### config.mk
export PLATFORM = sky130hd
export DESIGN_NAME = fpm_top
export DESIGN_NICKNAME = d
export VERILOG_FILES = /design/src/source/fpm_pkg.sv /design/src/source/fpm_op_decoder.sv /design/src/source/fpm_exponent_unit.sv /design/src/source/fpm_step_sequencer.sv /design/src/source/fpm_axil_regs.sv /design/src/source/fpm_top.sv
export VERILOG_INCLUDE_DIRS = /design/src /design/src/include
export SDC_FILE = /design/constraint.sdc
export NUM_CORES = 1
export LEC_CHECK = 0
export ABC_AREA = 1
export BUFFER_PORTS_ARGS = -buffer_cell sky130_fd_sc_hd__buf_2
export CAP_MARGIN = 30
export CORE_AREA = 5 5 99 101
export CTS_CLUSTER_SIZE = 20
export DETAILED_ROUTE_END_ITERATION = 7
export DIE_AREA = 0 0 104 106
export PLACE_DENSITY = 0.85
export SYNTH_ARGS = -nofsm -noshare
export SYNTH_HDL_FRONTEND = slang
export SYNTH_SLANG_ARGS = --single-unit
### constraint.sdc
create_clock -name wdtwtg_clk -period 5.9 [get_ports wdtwtg_clk]
set_input_delay 1.77 -clock wdtwtg_clk [delete_from_list [all_inputs] [get_ports wdtwtg_clk]]
set_output_delay 1.77 -clock wdtwtg_clk [all_outputs]
set_load 0.01 [all_outputs]
### src/include/fpm_settings.svh
/* widths, register offsets, alignment limit and iteration counts of the FPM exponent unit */

`ifndef FPM_SETTINGS_SVH
`define FPM_SETTINGS_SVH

// datapath widths
`define FPM_EXP_W       8
`define FPM_SUM_W       10
`define FPM_CNT_W       6

// exponent difference at which the T operand drops out of alignment
`define FPM_ALIGN_LIMIT 40

// fixed step counts of the iterative operations
`define FPM_ITER_MW     16
`define FPM_ITER_DW     17
`define FPM_ITER_MF     39
`define FPM_ITER_DF     40

// AXI4-Lite register map
`define FPM_REG_CMD     4'h0
`define FPM_REG_START   4'h4
`define FPM_REG_STATUS  4'h8
`define FPM_REG_COUNT   4'hC

`endif

### src/source/fpm_pkg.sv
/* opcode enum and the operation, command and result structs of the FPM unit */

`default_nettype none

`include "fpm_settings.svh"

package fpm_pkg;

	// fixed point 0..3, floating point 4..7
	typedef enum logic [2:0] {
		ad = 3'd0,
		sd = 3'd1,
		mw = 3'd2,
		dw = 3'd3,
		af = 3'd4,
		sf = 3'd5,
		mf = 3'd6,
		df = 3'd7
	} fpm_opcode_e;

	// one-hot decode plus operation groups
	typedef struct packed {
		logic ad;
		logic sd;
		logic mw;
		logic dw;
		logic af;
		logic sf;
		logic mf;
		logic df;
		logic ad_sd;
		logic af_sf;
		logic mw_mf;
		logic dw_df;
		logic ff;
	} fpm_op_t;

	// b_mode 0 inverted B, 1 true B, 2 all ones, 3 all zeros
	typedef struct packed {
		logic [1:0]            rsvd;
		fpm_opcode_e           opcode;
		logic [1:0]            b_mode;
		logic                  pc8;
		logic [`FPM_EXP_W-1:0] w;
		logic [`FPM_EXP_W-1:0] b;
	} fpm_cmd_t;

	typedef struct packed {
		logic [`FPM_SUM_W-1:0] sum;
		logic                  g;
		logic                  wdt;
		logic                  wt;
	} fpm_result_t;

endpackage

`default_nettype wire

### src/source/fpm_op_decoder.sv
/* opcode decoder: one-hot operation bits, operation groups and fixed iteration count */

`default_nettype none

`include "fpm_settings.svh"

module fpm_op_decoder (
	input  fpm_pkg::fpm_opcode_e  opcode,
	output fpm_pkg::fpm_op_t      op,
	output logic [`FPM_CNT_W-1:0] iter_count
);

	import fpm_pkg::*;

	always_comb begin
		op    = '0;
		op.ad = (opcode == ad);
		op.sd = (opcode == sd);
		op.mw = (opcode == mw);
		op.dw = (opcode == dw);
		op.af = (opcode == af);
		op.sf = (opcode == sf);
		op.mf = (opcode == mf);
		op.df = (opcode == df);

		// groups share one sequence in the control path
		op.ad_sd = op.ad | op.sd;
		op.af_sf = op.af | op.sf;
		op.mw_mf = op.mw | op.mf;
		op.dw_df = op.dw | op.df;

		// top opcode bit marks floating point
		op.ff = opcode[2];
	end

	// steps of the iterative multiply and divide
	always_comb begin
		case (opcode)
			mw:      iter_count = `FPM_CNT_W'(`FPM_ITER_MW);
			dw:      iter_count = `FPM_CNT_W'(`FPM_ITER_DW);
			mf:      iter_count = `FPM_CNT_W'(`FPM_ITER_MF);
			df:      iter_count = `FPM_CNT_W'(`FPM_ITER_DF);
			default: iter_count = '0;
		endcase
	end

endmodule

`default_nettype wire

### src/source/fpm_exponent_unit.sv
/* exponent unit: D and B registers, B-bus modifier, 10-bit exponent adder
   and the alignment flags g, wdt and wt */

`default_nettype none

`include "fpm_settings.svh"

module fpm_exponent_unit (
	input  logic                  wdtwtg_clk,
	input  logic                  _0_f,
	input  fpm_pkg::fpm_cmd_t     cmd,
	input  fpm_pkg::fpm_op_t      op,
	input  logic                  load_regs,
	input  logic                  strobe_sum,
	output fpm_pkg::fpm_result_t  result,
	output logic [`FPM_CNT_W-1:0] align_count
);

	localparam int ext_w = `FPM_SUM_W - `FPM_EXP_W;

	logic [`FPM_SUM_W-1:0] d_reg;
	logic [`FPM_EXP_W-1:0] b_reg;
	logic [`FPM_SUM_W-1:0] b_bus;
	logic [`FPM_SUM_W-1:0] sum_c;
	logic [`FPM_SUM_W-1:0] sum_mag;
	logic                  sum_ge_limit;
	logic [`FPM_SUM_W-1:0] result_mag;

	// ------------------------------------------------------------
	// D and B registers
	// ------------------------------------------------------------

	// D takes w sign-extended to the sum width
	always_ff @(posedge wdtwtg_clk or posedge _0_f) begin
		if (_0_f) begin
			d_reg <= '0;
			b_reg <= '0;
		end else if (load_regs) begin
			d_reg <= {{ext_w{cmd.w[`FPM_EXP_W-1]}}, cmd.w};
			b_reg <= cmd.b;
		end
	end

	// ------------------------------------------------------------
	// B bus and exponent adder
	// ------------------------------------------------------------

	always_comb begin
		case (cmd.b_mode)
			// inverted B extends with its own inverted top bit
			2'd0:    b_bus = {{ext_w{~b_reg[`FPM_EXP_W-1]}}, ~b_reg};
			2'd1:    b_bus = {{ext_w{b_reg[`FPM_EXP_W-1]}}, b_reg};
			2'd2:    b_bus = '1;
			default: b_bus = '0;
		endcase
	end

	assign sum_c = d_reg + b_bus + `FPM_SUM_W'(cmd.pc8);

	// two's complement magnitude of the difference
	assign sum_mag      = sum_c[`FPM_SUM_W-1] ? -sum_c : sum_c;
	assign sum_ge_limit = (sum_mag >= `FPM_SUM_W'(`FPM_ALIGN_LIMIT));

	// ------------------------------------------------------------
	// sum and alignment flags
	// ------------------------------------------------------------

	always_ff @(posedge wdtwtg_clk or posedge _0_f) begin
		if (_0_f) begin
			result <= '0;
		end else if (strobe_sum) begin
			result.sum <= sum_c;
			if (op.af_sf) begin
				result.wdt <= sum_c[`FPM_SUM_W-1];
				result.g   <= sum_ge_limit;
				// T too small to matter so the result stays in T
				result.wt  <= sum_ge_limit & ~sum_c[`FPM_SUM_W-1];
			end else begin
				result.wdt <= 1'b0;
				result.g   <= 1'b0;
				result.wt  <= 1'b0;
			end
		end
	end

	// shift distance drops to zero once out of range
	assign result_mag  = result.sum[`FPM_SUM_W-1] ? -result.sum : result.sum;
	assign align_count = result.g ? '0 : result_mag[`FPM_CNT_W-1:0];

endmodule

`default_nettype wire

### src/source/fpm_step_sequencer.sv
/* phase sequencer and loadable step down-counter with busy output */

`default_nettype none

`include "fpm_settings.svh"

module fpm_step_sequencer (
	input  logic                  wdtwtg_clk,
	input  logic                  _0_f,
	input  logic                  start,
	input  fpm_pkg::fpm_op_t      op,
	input  logic [`FPM_CNT_W-1:0] iter_count,
	input  logic [`FPM_CNT_W-1:0] align_count,
	output logic                  load_regs,
	output logic                  strobe_sum,
	output logic                  busy,
	output logic [`FPM_CNT_W-1:0] count
);

	typedef enum logic [2:0] {
		ph_idle,
		ph_load,
		ph_sum,
		ph_fetch,
		ph_count
	} phase_e;

	phase_e                phase;
	logic [`FPM_CNT_W-1:0] load_value;

	// alignment distance for add and subtract, fixed steps otherwise
	always_comb begin
		if (op.af_sf)
			load_value = align_count;
		else if (op.mw_mf | op.dw_df)
			load_value = iter_count;
		else
			load_value = '0;
	end

	always_ff @(posedge wdtwtg_clk or posedge _0_f) begin
		if (_0_f) begin
			phase <= ph_idle;
			count <= '0;
		end else begin
			case (phase)
				// start only taken from idle
				ph_idle:  if (start) phase <= ph_load;
				ph_load:  phase <= ph_sum;
				ph_sum:   phase <= ph_fetch;
				ph_fetch: begin
					count <= load_value;
					phase <= ph_count;
				end
				ph_count: begin
					if (count == '0)
						phase <= ph_idle;
					else
						count <= count - `FPM_CNT_W'(1);
				end
				default:  phase <= ph_idle;
			endcase
		end
	end

	assign load_regs  = (phase == ph_load);
	assign strobe_sum = (phase == ph_sum);
	assign busy       = (phase != ph_idle);

endmodule

`default_nettype wire

### src/source/fpm_axil_regs.sv
/* AXI4-Lite slave: CMD register, START trigger, STATUS and COUNT readback */

`default_nettype none

`include "fpm_settings.svh"

module fpm_axil_regs (
	input  logic                  wdtwtg_clk,
	input  logic                  _0_f,
	// AXI4-Lite slave
	input  logic [3:0]            awaddr,
	input  logic                  awvalid,
	output logic                  awready,
	input  logic [31:0]           wdata,
	input  logic [3:0]            wstrb,
	input  logic                  wvalid,
	output logic                  wready,
	output logic [1:0]            bresp,
	output logic                  bvalid,
	input  logic                  bready,
	input  logic [3:0]            araddr,
	input  logic                  arvalid,
	output logic                  arready,
	output logic [31:0]           rdata,
	output logic [1:0]            rresp,
	output logic                  rvalid,
	input  logic                  rready,
	// unit side
	output fpm_pkg::fpm_cmd_t     cmd,
	output logic                  start,
	input  logic                  busy,
	input  fpm_pkg::fpm_result_t  result,
	input  logic [`FPM_CNT_W-1:0] count
);

	import fpm_pkg::*;

	localparam logic [1:0] resp_okay   = 2'b00;
	localparam logic [1:0] resp_slverr = 2'b10;
	localparam int         cmd_w       = $bits(fpm_cmd_t);

	logic             wr_fire;
	logic             rd_fire;
	logic             wr_err;
	logic             rd_err;
	logic [cmd_w-1:0] cmd_wr;
	logic [31:0]      rd_word;
	logic [31:0]      status_word;

	// ------------------------------------------------------------
	// handshakes
	// ------------------------------------------------------------

	assign wr_fire = awvalid & wvalid & ~bvalid;
	assign awready = wr_fire;
	assign wready  = wr_fire;
	assign rd_fire = arvalid & ~rvalid;
	assign arready = rd_fire;

	// ------------------------------------------------------------
	// write path
	// ------------------------------------------------------------

	// command is frozen while a run is in progress
	always_comb begin
		case (awaddr)
			`FPM_REG_CMD, `FPM_REG_START: wr_err = busy;
			default:                      wr_err = 1'b1;
		endcase
	end

	// byte lanes of the command word
	always_comb begin
		cmd_wr = cmd;
		for (int i = 0; i < cmd_w / 8; i++) begin
			if (wstrb[i])
				cmd_wr[8*i +: 8] = wdata[8*i +: 8];
		end
	end

	always_ff @(posedge wdtwtg_clk or posedge _0_f) begin
		if (_0_f) begin
			cmd    <= '0;
			start  <= 1'b0;
			bvalid <= 1'b0;
			bresp  <= resp_okay;
		end else begin
			start <= wr_fire & ~wr_err & (awaddr == `FPM_REG_START);
			if (wr_fire) begin
				bvalid <= 1'b1;
				bresp  <= wr_err ? resp_slverr : resp_okay;
				if (~wr_err && awaddr == `FPM_REG_CMD)
					cmd <= fpm_cmd_t'(cmd_wr);
			end else if (bready) begin
				bvalid <= 1'b0;
			end
		end
	end

	// ------------------------------------------------------------
	// read path
	// ------------------------------------------------------------

	assign status_word = {{(16 - `FPM_SUM_W){1'b0}}, result.sum, 12'd0,
		result.wt, result.wdt, result.g, busy};

	always_comb begin
		rd_err = 1'b0;
		case (araddr)
			`FPM_REG_CMD:    rd_word = {{(32 - cmd_w){1'b0}}, cmd};
			`FPM_REG_START:  rd_word = '0;
			`FPM_REG_STATUS: rd_word = status_word;
			`FPM_REG_COUNT:  rd_word = {{(32 - `FPM_CNT_W){1'b0}}, count};
			default: begin
				rd_word = '0;
				rd_err  = 1'b1;
			end
		endcase
	end

	// data held until rready
	always_ff @(posedge wdtwtg_clk or posedge _0_f) begin
		if (_0_f) begin
			rvalid <= 1'b0;
			rdata  <= '0;
			rresp  <= resp_okay;
		end else if (rd_fire) begin
			rvalid <= 1'b1;
			rdata  <= rd_word;
			rresp  <= rd_err ? resp_slverr : resp_okay;
		end else if (rready) begin
			rvalid <= 1'b0;
		end
	end

endmodule

`default_nettype wire

### src/source/fpm_top.sv
/* FPM exponent and sequencing unit top level */

`default_nettype none

`include "fpm_settings.svh"

module fpm_top (
	input  logic        wdtwtg_clk,
	input  logic        _0_f,
	input  logic [3:0]  awaddr,
	input  logic        awvalid,
	output logic        awready,
	input  logic [31:0] wdata,
	input  logic [3:0]  wstrb,
	input  logic        wvalid,
	output logic        wready,
	output logic [1:0]  bresp,
	output logic        bvalid,
	input  logic        bready,
	input  logic [3:0]  araddr,
	input  logic        arvalid,
	output logic        arready,
	output logic [31:0] rdata,
	output logic [1:0]  rresp,
	output logic        rvalid,
	input  logic        rready
);

	import fpm_pkg::*;

	fpm_cmd_t              cmd;
	fpm_op_t               op;
	fpm_result_t           result;
	logic                  start;
	logic                  load_regs;
	logic                  strobe_sum;
	logic                  busy;
	logic [`FPM_CNT_W-1:0] iter_count;
	logic [`FPM_CNT_W-1:0] align_count;
	logic [`FPM_CNT_W-1:0] count;

	fpm_axil_regs u_regs (
		.wdtwtg_clk (wdtwtg_clk),
		._0_f       (_0_f),
		.awaddr     (awaddr),
		.awvalid    (awvalid),
		.awready    (awready),
		.wdata      (wdata),
		.wstrb      (wstrb),
		.wvalid     (wvalid),
		.wready     (wready),
		.bresp      (bresp),
		.bvalid     (bvalid),
		.bready     (bready),
		.araddr     (araddr),
		.arvalid    (arvalid),
		.arready    (arready),
		.rdata      (rdata),
		.rresp      (rresp),
		.rvalid     (rvalid),
		.rready     (rready),
		.cmd        (cmd),
		.start      (start),
		.busy       (busy),
		.result     (result),
		.count      (count)
	);

	fpm_op_decoder u_dec (
		.opcode     (cmd.opcode),
		.op         (op),
		.iter_count (iter_count)
	);

	fpm_exponent_unit u_exp (
		.wdtwtg_clk  (wdtwtg_clk),
		._0_f        (_0_f),
		.cmd         (cmd),
		.op          (op),
		.load_regs   (load_regs),
		.strobe_sum  (strobe_sum),
		.result      (result),
		.align_count (align_count)
	);

	fpm_step_sequencer u_seq (
		.wdtwtg_clk  (wdtwtg_clk),
		._0_f        (_0_f),
		.start       (start),
		.op          (op),
		.iter_count  (iter_count),
		.align_count (align_count),
		.load_regs   (load_regs),
		.strobe_sum  (strobe_sum),
		.busy        (busy),
		.count       (count)
	);

endmodule

`default_nettype wire

==> After elaboration in Yosys (flattened, before gate mapping) <==
Cells that the tools add are included.
{ "classes": {"muxes": 21, "addsub": 5, "bitwise_logic": 16, "reduce_logical": 17, "order_cmp": 1, "n_shift": 0, "div_mod_pow": 0, "eq_ne": 19, "n_mul": 0} }
{ "op_table": {"columns": ["operator", "n"], "rows": [
  ["$pmux W26 S3", 1],
  ["$mux W6", 5],
  ["$pmux W10 S3", 1],
  ["$pmux W6 S4", 1],
  ["$eq A3 B3 Y1 const B", 5],
  ["$pmux W3 S5", 1],
  ["$eq A3 B2 Y1 const B", 4],
  ["$pmux W6 S2", 1],
  ["$add A10 B1 Y10", 1],
  ["$add A10 B10 Y10", 1],
  ["$ge A10 B6 Y1 const B", 1],
  ["$mux W10", 1],
  ["$neg A10 Y10", 1],
  ["$mux W3", 3],
  ["$reduce_and A3 Y1", 3],
  ["$eq A4 B3 Y1 const B", 2],
  ["$eq A4 B4 Y1 const B", 2],
  ["$logic_not A4 Y1", 2],
  ["$not A8 Y8", 1],
  ["$and A1 B1 Y1", 6],
  ["$logic_not A6 Y1", 1],
  ["$neg A6 Y6", 1],
  ["$reduce_bool A2 Y1", 3],
  ["$sub A6 B1 Y6 const B", 1],
  ["other kinds (16)", 30]
]} }
{ "totals": {"n_memories": 0, "mem_bits_ro": 0, "latch_bits": 0, "mem_bits_rw": 0, "regBits": 101} }

==> Logic depth before layout (Yosys ltp) <==
{ "logic_depth": {"ltp_word": 9, "ltp_mapped": 18, "depth_no_buf": 18} }

==> Hierarchy <==
A second synthesis with hierarchy kept.
{ "unflattened": {"cells_unflattened": 728, "area_unflattened_um2": 5375.2} }
{ "by_module_without_submodules": {"columns": ["mod", "instances", "area_per_inst_um2", "seq_area_each_um2", "cells_each"], "rows": [
  ["fpm_axil_regs", 1, 2577.5, 1376.3, 312],
  ["fpm_exponent_unit", 1, 1970.6, 725.7, 283],
  ["fpm_step_sequencer", 1, 680.7, 225.2, 103],
  ["fpm_op_decoder", 1, 146.4, 0.0, 30]
]} }

==> Worst setup path after synthesis <==
OpenSTA, ideal clock, no wires.
{ "synth_path": {"path_type": "input-to-output", "from": "in arvalid", "to": "out arready", "stages": 3, "n_path_buf": 1, "setup_slack_ns": 1.805, "required_ns": 4.130, "arrival_ns": 2.325, "path_cell_list": "nand2_1 inv_1 buf_1"} }
{ "synth_between": {"elab_chain_len": 1} }
{ "synth_lines": {"columns": ["item", "line", "text"], "rows": [
  ["from (decl)", "fpm_top.sv:21", "input logic arvalid,"],
  ["$and A1 B1 Y1", "fpm_axil_regs.sv:57", "assign rd_fire = arvalid & ~rvalid;"],
  ["to (decl)", "fpm_top.sv:22", "output logic arready,"]
]} }
Every way passes these cells.

==> Worst setup path after layout <==
Same ends and word-level chain as after synthesis.

==> run summary <==
The depth of the CTS H-tree came out at 3. After synthesis, the largest family of logic cells by area is simple AND/OR/NAND/NOR gates. The flip-flop count of the largest register, all copies and words added came out at 26.

The required time reported for the critical path endpoint came out at 4130 ps. The synthesized-area fraction occupied by adder cells is 3.79%. The xor-xnor portion of the synthesized cell area came out at 0.747%. The fill cell total of the finished layout came out at 763. For the final routed database, the setup TNS stands at 0 ps. The number of hold violations in the final report is 0. In this run the post-CTS setup repair buffer count came out at 0. The number of top-level pins is 92. After synthesis, the share of cell area in mux cells is 6.00%. The number of failing setup endpoints in the final timing report is 0. The core outline area came out at 8930 um2.

The simple-gate area share of the yosys netlist came out at 19.7%. The clock slew seen by the registers of the worst setup and hold paths is 100 ps. The critical path contains buffers and inverters numbering 3 combined. The number of vias per cell came out at 5.40. The maximum number of pins on one net before global-route repair came out at 50. The sequential-to-total area share from yosys stat came out at 49.6%. The register with the most flip-flops in the final layout is u_regs.rdata. Hold repair after CTS inserted 0 buffers. The library cell used most frequently in the layout, excluding fill and tap cells, is sky130_fd_sc_hd__nand2_1.

In the layout the commonest cells are sky130_fd_sc_hd__nand2_1 (136), sky130_fd_sc_hd__dfrtp_1 (93), sky130_fd_sc_hd__buf_2 (74). The DRC violation count after routing is 0. The leakage power of the design is 0.00278 uW. The total of cells resized after clock tree synthesis came out at 0. Once layout is complete, the utilization of the core stands at 59.8%. The first global-routing pass estimated 18,300 um of wire.

The area of placed instances is 5140 um2. The highest net fanout along the worst path came out at 15. The area taken by flip-flops and latches came out at 2330 um2. After synthesis, the netlist uses 32 different library cells. The tool flagged a number of max-cap violations equal to 0. Counting instances, the worst hold path has a depth of 2. Timing analysis after detailed placement gives a worst setup slack of 1630 ps. The post-synthesis compound-gate area fraction is 11.7%. The critical-path cell with the highest stage delay is sky130_fd_sc_hd__inv_1. The kind of end point of the critical path is an output pin. The path class of the tightest hold or removal check is register to register. The measured slew at the worst slew-check pin came out at 976 ps. The worst vdd rail ir drop is 241 uV. In this run the tool buffered the top-level ports with 74 buffer cells. The number of nets with antenna violations after routing came out at 0. In this design, the largest share of critical-path delay is due to buffers and inverters.

For this run the aggregate overflow at the end of global routing stands at 0. The via count of the first global-routing pass is 3,888. The worst path needs 4260 ps of the cycle, external delays included. The post-synthesis area per instance came out at 8.67 um2. The average routed wire per standard cell came out at 14.8 um. The total wirelength of the detailed-routed design is 10,800 um.

The final critical-path share of the clock period is 72.3%. The half-perimeter wire length after detailed placement is 8200 um. The number of violations reported at the end of detailed-routing iteration 0 is 283. The clock latency of the later-clocked register in the worst-skew pair came out at 360 ps. The flow ran to the end, and the final reports show no timing, DRC or antenna violations.

Synthesis produced a netlist whose cell count is 541. The path depth of the worst reg2reg path came out at 16. The achievable clock frequency is 235 MHz.

The vertical extent of the die is 106 um. The number of nets in the layout came out at 679. TritonCTS built the clock tree. The count of synthesis-stage warnings from yosys is 0.

In the final layout, the share of cells above drive strength 1 is 20.4%. The overall global routing resource usage is 20.1%. Data on the critical path arrives at its endpoint at 2490 ps.

The dominant cell type by count on the critical path is sky130_fd_sc_hd__buf_2. The number of buffers created by CTS came out at 9. The critical path is of the input pin to output pin type. The cell area after synthesis is 4690 um2. At the end of routability-driven placement, the weighted congestion stood at 0.870. The critical path's largest stage delay is 370 ps.

The initial core utilization is 52.5%. The final number of max-transition violations came out at 0. The detailed-route via count came out at 3,942. The cell area power density came out at 453 nW/um2. The maximum clock insertion buffer count is 2. The multi-input gate area in the final layout came out at 2000 um2. The overall die width is 104 um. In this run the number of cells on the critical path is 4.

The clock root buffer master is sky130_fd_sc_hd__clkbuf_8. The signal on the critical path passes through buf_2 -> nand2_1 -> inv_1 -> buf_2. The finished cells cover 5340 um2. The critical path startpoint category is an input pin.

The largest registers in the layout are u_regs.rdata x26, u_regs.cmd x24, u_exp.result x13. The number of inserted diodes is 0. The total power came out at 2420 uW.

The tightest slew margin relative to the limit is 34.8%. The area added between synthesis and finish is 13.8%. The post-layout worst setup margin came out at 1640 ps. The floorplan row count is 35. The setup clock skew after layout came out at 13.2 ps. The initial antenna violation count is 0. The clock net sink count came out at 93. Setup repair after global routing left no endpoint under its margin. The floorplan step defined a die boundary enclosing 11,000 um2. The post-synthesis register bit count is 93. The pre-antenna-repair detailed-routing pass consisted of 5 iterations.
cell type report:
type,count,area share [%]
multi-input cells,361,37.5
well taps,111,2.60
repair buffers,77,7.50
inverters,73,5.16
clock inverters,5,1.12
flip-flops and latches,93,43.6
clock buffers,10,2.58
cells by family (layout without fill, tap and decap cells):
logic type,count (synthesis),in the layout
and+or+nand+nor,216,216
AOI/OAI and AO/OA,95,95
buffers and inverters,94,165
DFF,93,93
muxes,25,25
adders and majority gates,13,13
xor gates and xnor gates,4,4
other,1,8
metal layers:
| layer | wire length (um) | GRT usage [%] | vias up |
|---|---|---|---|
| met2 | 5270 | 33.8 | 119 |
| met1 | 4790 | 26.7 | 1901 |
| met5 | 0 | 0 | - |
| met3 | 603 | 3.28 | 13 |
| li1 | - | - | 1909 |
| met4 | 173 | 6.48 | 0 |
power by group:
part	internal [uW]	switching, uW
combinational	383	708
clock	207	230
sequential	779	110
cell usage after synthesis (all sizes together):
cell type	count	area (um2)
nand3b	4	30.0
nor2	34	135
fa	2	40.0
xnor2	1	8.76
a31oi	9	56.3
o22ai	10	62.6
nand2	136	510
o221ai	3	26.3
clkbuf	9	33.8
xor2	3	26.3
clkinv	2	7.51
ha	11	138
buf	12	82.6
mux2	25	282
a21oi	15	75.1
o211ai	4	30.0
o31ai	9	67.6
and2	1	6.26
conb	1	3.75
dfrtp	93	2330
a221oi	1	8.76
o21ai	43	215
nand3	28	155
a211oi	1	7.51
nand4	6	37.5
inv	71	267
nor3	7	51.3
tightest hold or removal path, stage by stage, from the launching register on:
cell	delay [ps]
sky130_fd_sc_hd__dfrtp_1	350
sky130_fd_sc_hd__nand2_1	50
sky130_fd_sc_hd__nand2_1	50
final timing paths:
| kind | start | endpoint | slack [ps] |
|---|---|---|---|
| setup / recovery | arvalid | arready | 1640 |
| hold / removal | u_regs.rdata[20]$_DFFE_PP0P_ | u_regs.rdata[20]$_DFFE_PP0P_ | 480 |
| setup reg to reg | u_regs.cmd[17]$_DFFE_PP0P_ | u_exp.result[2]$_DFFE_PP0P_ | 2750 |
| hold reg to reg | u_regs.rdata[20]$_DFFE_PP0P_ | u_regs.rdata[20]$_DFFE_PP0P_ | 480 |
| max in group asynchronous | _0_f | u_exp.result[8]$_DFFE_PP0P_ | 3300 |
| min in group asynchronous | _0_f | u_regs.cmd[18]$_DFFE_PP0P_ | 1510 |
stage by stage:
stage,instances,hold slack [ps]
floorplan,548,449
detailed placement,715,460
finish,730,482
CTS,730,486
global placement,714,460
global route,730,507
No activity file was read; power rests on OpenSTA's default activity.
